### src/mem_cfg_pkg.sv
`default_nettype none

package mem_cfg_pkg;

  // byte address width
  localparam int ADDR_WIDTH = 12;

  // bytes moved by one access
  localparam int LINE_BYTES = 16;

  // default store size in bytes
  localparam int MEM_BYTES = 4096;

  // default pipeline depths on each side of the store
  localparam int REQ_LAT = 5;
  localparam int RSP_LAT = 4;

  typedef logic [ADDR_WIDTH-1:0]   addr_t;
  typedef logic [LINE_BYTES*8-1:0] line_t;

endpackage

`default_nettype wire
### src/mem_xact_pkg.sv
`default_nettype none

package mem_xact_pkg;

  import mem_cfg_pkg::*;

  // request travelling from the arbiter to the store
  typedef struct packed {
    logic  valid;
    logic  is_instr;
    logic  is_wr;
    addr_t addr;
    line_t wdata;
  } mem_req_t;

  // response travelling from the store back to the arbiter
  typedef struct packed {
    logic  valid;
    logic  is_instr;
    logic  is_wr;
    line_t rdata;
  } mem_rsp_t;

  // ARB_HOLD parks an instruction request one cycle behind a data request
  typedef enum logic {
    ARB_IDLE,
    ARB_HOLD
  } arb_state_e;

endpackage

`default_nettype wire

### src/mem_arbiter.sv
`timescale 1ns/1ps
`default_nettype none

module mem_arbiter
  import mem_cfg_pkg::*;
  import mem_xact_pkg::*;
(
  input  logic     clk_i,
  input  logic     rst_i,

  input  logic     instr_req_i,
  input  addr_t    instr_addr_i,

  input  logic     data_req_i,
  input  logic     data_we_i,
  input  addr_t    data_addr_i,
  input  line_t    data_wdata_i,

  input  mem_rsp_t done_rsp_i,

  output mem_req_t issue_o,
  output logic     instr_busy_o,
  output logic     data_busy_o,
  output logic     instr_rvalid_o,
  output line_t    instr_rdata_o,
  output logic     data_rvalid_o,
  output line_t    data_rdata_o
);

  arb_state_e state_q, state_d;
  addr_t      hold_addr_q;
  logic       instr_busy_q;
  logic       data_busy_q;

  logic       instr_acc;
  logic       data_acc;
  logic       instr_done;
  logic       data_done;

  // strobes on a busy port are dropped here
  assign instr_acc = instr_req_i && !instr_busy_q;
  assign data_acc  = data_req_i && !data_busy_q;

  assign instr_done = done_rsp_i.valid && done_rsp_i.is_instr;
  assign data_done  = done_rsp_i.valid && !done_rsp_i.is_instr;

  // issue select where the data port wins a tie
  always_comb begin
    issue_o = '0;
    state_d = ARB_IDLE;
    if (state_q == ARB_HOLD) begin
      // both ports are busy here, so nothing new can compete
      issue_o.valid    = 1'b1;
      issue_o.is_instr = 1'b1;
      issue_o.addr     = hold_addr_q;
    end else if (data_acc) begin
      issue_o.valid = 1'b1;
      issue_o.is_wr = data_we_i;
      issue_o.addr  = data_addr_i;
      issue_o.wdata = data_wdata_i;
      if (instr_acc) begin
        state_d = ARB_HOLD;
      end
    end else if (instr_acc) begin
      issue_o.valid    = 1'b1;
      issue_o.is_instr = 1'b1;
      issue_o.addr     = instr_addr_i;
    end
  end

  always_ff @(posedge clk_i) begin
    if (!rst_i) begin
      state_q <= ARB_IDLE;
    end else begin
      state_q <= state_d;
    end
  end

  // deferred instruction address
  always_ff @(posedge clk_i) begin
    if (state_d == ARB_HOLD) begin
      hold_addr_q <= instr_addr_i;
    end
  end

  // one outstanding request per port
  always_ff @(posedge clk_i) begin
    if (!rst_i) begin
      instr_busy_q <= 1'b0;
      data_busy_q  <= 1'b0;
    end else begin
      if (instr_acc) begin
        instr_busy_q <= 1'b1;
      end else if (instr_done) begin
        instr_busy_q <= 1'b0;
      end
      if (data_acc) begin
        data_busy_q <= 1'b1;
      end else if (data_done) begin
        data_busy_q <= 1'b0;
      end
    end
  end

  assign instr_busy_o = instr_busy_q;
  assign data_busy_o  = data_busy_q;

  // write completions only clear busy and never reach a port
  assign instr_rvalid_o = instr_done && !done_rsp_i.is_wr;
  assign data_rvalid_o  = data_done && !done_rsp_i.is_wr;

  assign instr_rdata_o = instr_rvalid_o ? done_rsp_i.rdata : '0;
  assign data_rdata_o  = data_rvalid_o ? done_rsp_i.rdata : '0;

endmodule

`default_nettype wire

### config.mk
export PLATFORM = sky130hd
export DESIGN_NAME = mem_arbiter
export DESIGN_NICKNAME = d
export VERILOG_FILES = /design/src/mem_cfg_pkg.sv /design/src/mem_xact_pkg.sv /design/src/mem_arbiter.sv
export SDC_FILE = /design/constraint.sdc
export NUM_CORES = 1
export LEC_CHECK = 0
export BUFFER_PORTS_ARGS = -buffer_cell sky130_fd_sc_hd__buf_2
export CORE_AREA = 2 2 269 271
export DETAILED_ROUTE_END_ITERATION = 7
export DIE_AREA = 0 0 271 273
export SYNTH_ARGS = -nofsm -noshare
export SYNTH_HDL_FRONTEND = slang
export SYNTH_SLANG_ARGS = --single-unit
### constraint.sdc
create_clock -name clk_i -period 2.2 [get_ports clk_i]
set_input_delay 0.44 -clock clk_i [delete_from_list [all_inputs] [get_ports clk_i]]
set_output_delay 0.44 -clock clk_i [all_outputs]
set_load 0.02 [all_outputs]
After elaboration in Yosys (flattened, before gate mapping)

Index checks and enable logic that the tools add are counted.

Bits in registers: 15
Input port bits: 288

Muxes and demuxes: 20
Reduce and logical (&&, ||, !) cells: 12

Operator list:

| cell                | number |
|---|---|
| $mux W128           | 4 |
| $mux W12            | 3 |
| $mux W1             | 11 |
| $logic_and A1 B1 Y1 | 6 |
| $logic_not A1 Y1    | 4 |
| $mux W2             | 2 |
| $reduce_bool A2 Y1  | 2 |

Longest topological paths before layout

Depth in word-level cells: 5
Mapped depth: 5

Worst setup path before layout

OpenSTA, ideal clock, no wires.

Path type: reg-to-reg
From: register data_busy_q, in the netlist data_busy_o
To: register hold_addr_q[0], enable pin
Arrival: 1,495 ps
Setup slack: 307 ps
Stages on the path, launching flop included: 3
Buffers on the path: 0
Cells stage by stage: dfxtp_1 nand2b_4 nor3_1

Longest elaborated chain between the ends: 4

Ends and longest elaborated chain:

| element                | RTL line           | RTL |
|---|---|---|
| start, declared        | mem_arbiter.sv:33  | `logic data_busy_q;` |
| start signal, assigned | mem_arbiter.sv:90  | `data_busy_q <= 1'b0;` |
| start signal, assigned | mem_arbiter.sv:98  | `data_busy_q <= 1'b1;` |
| start signal, assigned | mem_arbiter.sv:100 | `data_busy_q <= 1'b0;` |
| $logic_not A1 Y1       | mem_arbiter.sv:42  | `assign data_acc = data_req_i && !data_busy_q;` |
| $logic_and A1 B1 Y1    | mem_arbiter.sv:42  |  |
| $mux W1                | mem_arbiter.sv:56  | `end else if (data_acc) begin` |
| $mux W1                | mem_arbiter.sv:51  | `if (state_q == ARB_HOLD) begin` |
| named net state_d      | mem_arbiter.sv:30  | `arb_state_e state_q, state_d;` |
| end signal, assigned   | mem_arbiter.sv:82  | `hold_addr_q <= instr_addr_i;` |
| end, declared          | mem_arbiter.sv:31  | `addr_t hold_addr_q;` |

The timed path passes the listed nets, and every way through them passes these cells.
A chain may end at the register's enable or synchronous reset.

Worst setup path in the final report

From: input done_rsp_i[129] (netlist name)
To: output instr_rdata_o[122]

Longest elaborated chain between the ends: 3

Ends and longest elaborated chain:

| element             | RTL line           | RTL |
|---|---|---|
| start, declared     | mem_arbiter.sv:19  | `input mem_rsp_t done_rsp_i,` |
| $logic_and A1 B1 Y1 | mem_arbiter.sv:44  | `assign instr_done = done_rsp_i.valid && done_rsp_i.is_instr;` |
| $logic_and A1 B1 Y1 | mem_arbiter.sv:109 | `assign instr_rvalid_o = instr_done && !done_rsp_i.is_wr;` |
| $mux W128           | mem_arbiter.sv:112 | `assign instr_rdata_o = instr_rvalid_o ? done_rsp_i.rdata : '0;` |
| end, declared       | mem_arbiter.sv:25  | `output line_t instr_rdata_o,` |

No other way between the ends.

==> metrics.yaml <==
fillers: 8223
clockPowerShare_pct: 14.7
rows: 98
die_h_um: 273
async_flop_share_pct: 0
leakagePower_nw: 4.93
timing.final.crit_share_pct: 98.2
cts_sinks: 15
grt_start_max_net_pins: 118
use_met2_pct: 27.7
nets: 1442
syn_area_um2: 3350
tritoncts: "done"
portBuffers: 690
initial_utilization_pct: 4.72
path_class: "input pin to output pin"
max_freq_mhz: 463
end_kind: "output pin"
avgRoutedWirePerCell_um: 30.3
cp-start-kind: "input pin"
switchingPower_mw: 1.28
intPower_mw: 1.24
vias: 6564
path_clk_slew_ns: 0.05
gr-usage-met3_pct: 5.68
drive_gt1_share_pct: 62.4
grt-busiest-layer: "met2"
cts_root_buf: "clkbuf_16"
max_cap_violations: 0
synth.area.top_cells: "and2_1 74%, edfxtp_1 11%, a221o_1 3.6%"
synth_seq_cells: 15
run_status: "finished clean"
powerDensity_nw_per_um2: 282
synth_common_cells: "398 x and2_1, 21 x clkbuf_2, 17 x clkbuf_1"
setup_violations: 0
core_um2: 71000
ant_nets: 0
comb_power_share_pct: 72.4
clk_path_buf_depth: 2
path_max_fanout: 50
synth_top_area_share_pct: 74.2
synthDistinctLibCells: 20
vdd_drop_max_uv: 193
gp_congestion: 0.861
drtPass1Iterations: 4
final_max_slew_viol_count: 0
hold_path_class: "input pin to flip-flop"
cts_buffers: 3
antenna_found_initial: 85
htree_levels: 1
grt_pass1_vias: 6166
final_hold_viol_count: 0
yosysSeqAreaShare_pct: 12.5
dieWidth_um: 271
dpl_cell_area_um2: 8600
setup_tns_ns: 0
netSwitchingFraction_pct: 50.8
stdcell_area_um2: 8910
yosysMostFrequentCell: "and2_1"
critPathRequiredTime_ns: 1.76
synth.avg_cell_area_um2: 6.92
wirelength_um: 64300
io_pins: 691
slew-limit-headroom_pct: 68.9
max_slew.worst_pin.slew_ns: 0.466
period_minus_slack_ns: 2.16
hpwl_um: 59000
synth_flop_cell: "edfxtp_1"
syn_nets: 773
first_iter_violations: 271
die_area_um2: 74000
area_growth_pct: 166
drc: 0
grtUsageTotal_pct: 16.4
via_per_inst: 3.09
syn_inst: 485
use_met1_pct: 20.7
grt.overflow.total: 0
clk_latency_ns: 0.25
clock_skew_ns: 0.00650
ff2ff_setup_slack_ns: 0.79
grt_setup_unrepaired: "true"
grt_pass1_wl_um: 76400
synth-edff-count: 12
yosys_warnings: 0
worstPathArrival_ns: 1.72
yosysTopAreaCell: "and2_1"
seqPwrFrac_pct: 12.9
[cells by family (layout without fill, tap and decap cells)]
group	count (synthesis)	after routing	synth area share, %
and+or+nand+nor	408	408	76.8
buffers and inverters	46	714	6.38
AOI/OAI and AO/OA	16	16	4.25
DFF	15	15	12.5
other	0	22	0
[per-stage QoR]
| step | setup slack [ns] | power, mW | util [%] | hold WS (ns) | instances |
|---|---|---|---|---|---|
| final | 0.0403 | 2.52 | 12.6 | 0.406 | 2125 |
| after global routing | -0.0163 | 2.65 | 12.5 | 0.406 | 2108 |
| after CTS | 0.0359 | 2.58 | 12.4 | 0.401 | 2102 |
| after detailed placement | -0.358 | 2.15 | 12.1 | 0.492 | 2090 |
| after global placement | -0.369 | 2.16 | 12.1 | 0.483 | 2090 |
| after floorplan | 0.307 | 1.04 | - | 0.537 | 485 |
[critical path: stages]
cell	delay, ns
buf_2	0.16
inv_1	0.10
nor3b_4	0.19
buf_4	0.17
buf_16	0.18
and2_1	0.21
clkbuf_4	0.20
[metal layers]
| metal | up-vias | share of wire (%) |
|---|---|---|
| li1 | 2843 | - |
| met4 | 44 | 1.6 |
| met1 | 3001 | 42 |
| met5 | - | 0.44 |
| met3 | 110 | 11 |
| met2 | 566 | 46 |
[timing repair]
action / in CTS / in global routing
pin swaps: 4 / 1
setup buffers: 7 / 0
hold endpoints to repair: 0 / 0
endpoints found under the setup margin: 155 / 21
cloned: 2 / 1
resized for setup: 6 / 10
hold buffers: 0 / 0
[registers in the layout, summed over array words and instances, names as in the netlist]
| name | flops |
|---|---|
| hold_addr_q | 12 |
| data_busy_o | 1 |
| instr_busy_o | 1 |
| state_q | 1 |
[area by class of cell]
cell class	count	area (µm²)	area share [%]
repair buffers	709	4420	49.6
multi-input cells	424	2740	30.8
well taps	950	1190	13.3
flip-flops and latches	15	422	4.73
clock buffers	4	78.8	0.885
diodes	22	55.1	0.618
inverters	1	3.75	0.0421
[power by group through the flow]
stage                     Combinational, mW  Clock, mW  Sequential [mW]
after floorplan                       0.702          0            0.333
after global placement                 1.83          0            0.330
after detailed placement               1.82          0            0.330
after CTS                              1.87      0.379            0.324
after global routing                   1.93      0.391            0.325
final                                  1.82      0.369            0.324
[layout by cell type (no fill, tap or decap)]
cell       count
buf_2        640
and2_1       396
buf_12        46
diode_2       22
a221o_1       12
edfxtp_1      12
buf_4         10
clkbuf_16      5
clkbuf_4       5
buf_16         4
nor3b_4        3
and2_4         2
o21ai_0        2
a31oi_1        2
dfxtp_1        2
buf_6          2
nand2b_4       1
nor2_4         1
nand2b_1       1
nor2b_1        1
nor2_1         1
inv_1          1
nand2_1        1
nor3_1         1
clkbuf_1       1
dfxtp_2        1
[worst paths after layout]
check | to | cells after the start | startpoint
min | hold_addr_q[4] | 1 | instr_addr_i[4]
max | instr_rdata_o[122] | 7 | done_rsp_i[129]
min reg2reg | data_busy_o | 2 | data_busy_o
max reg2reg | hold_addr_q[7] | 3 | state_q
Note: power is estimated with default switching activity, not from simulation.
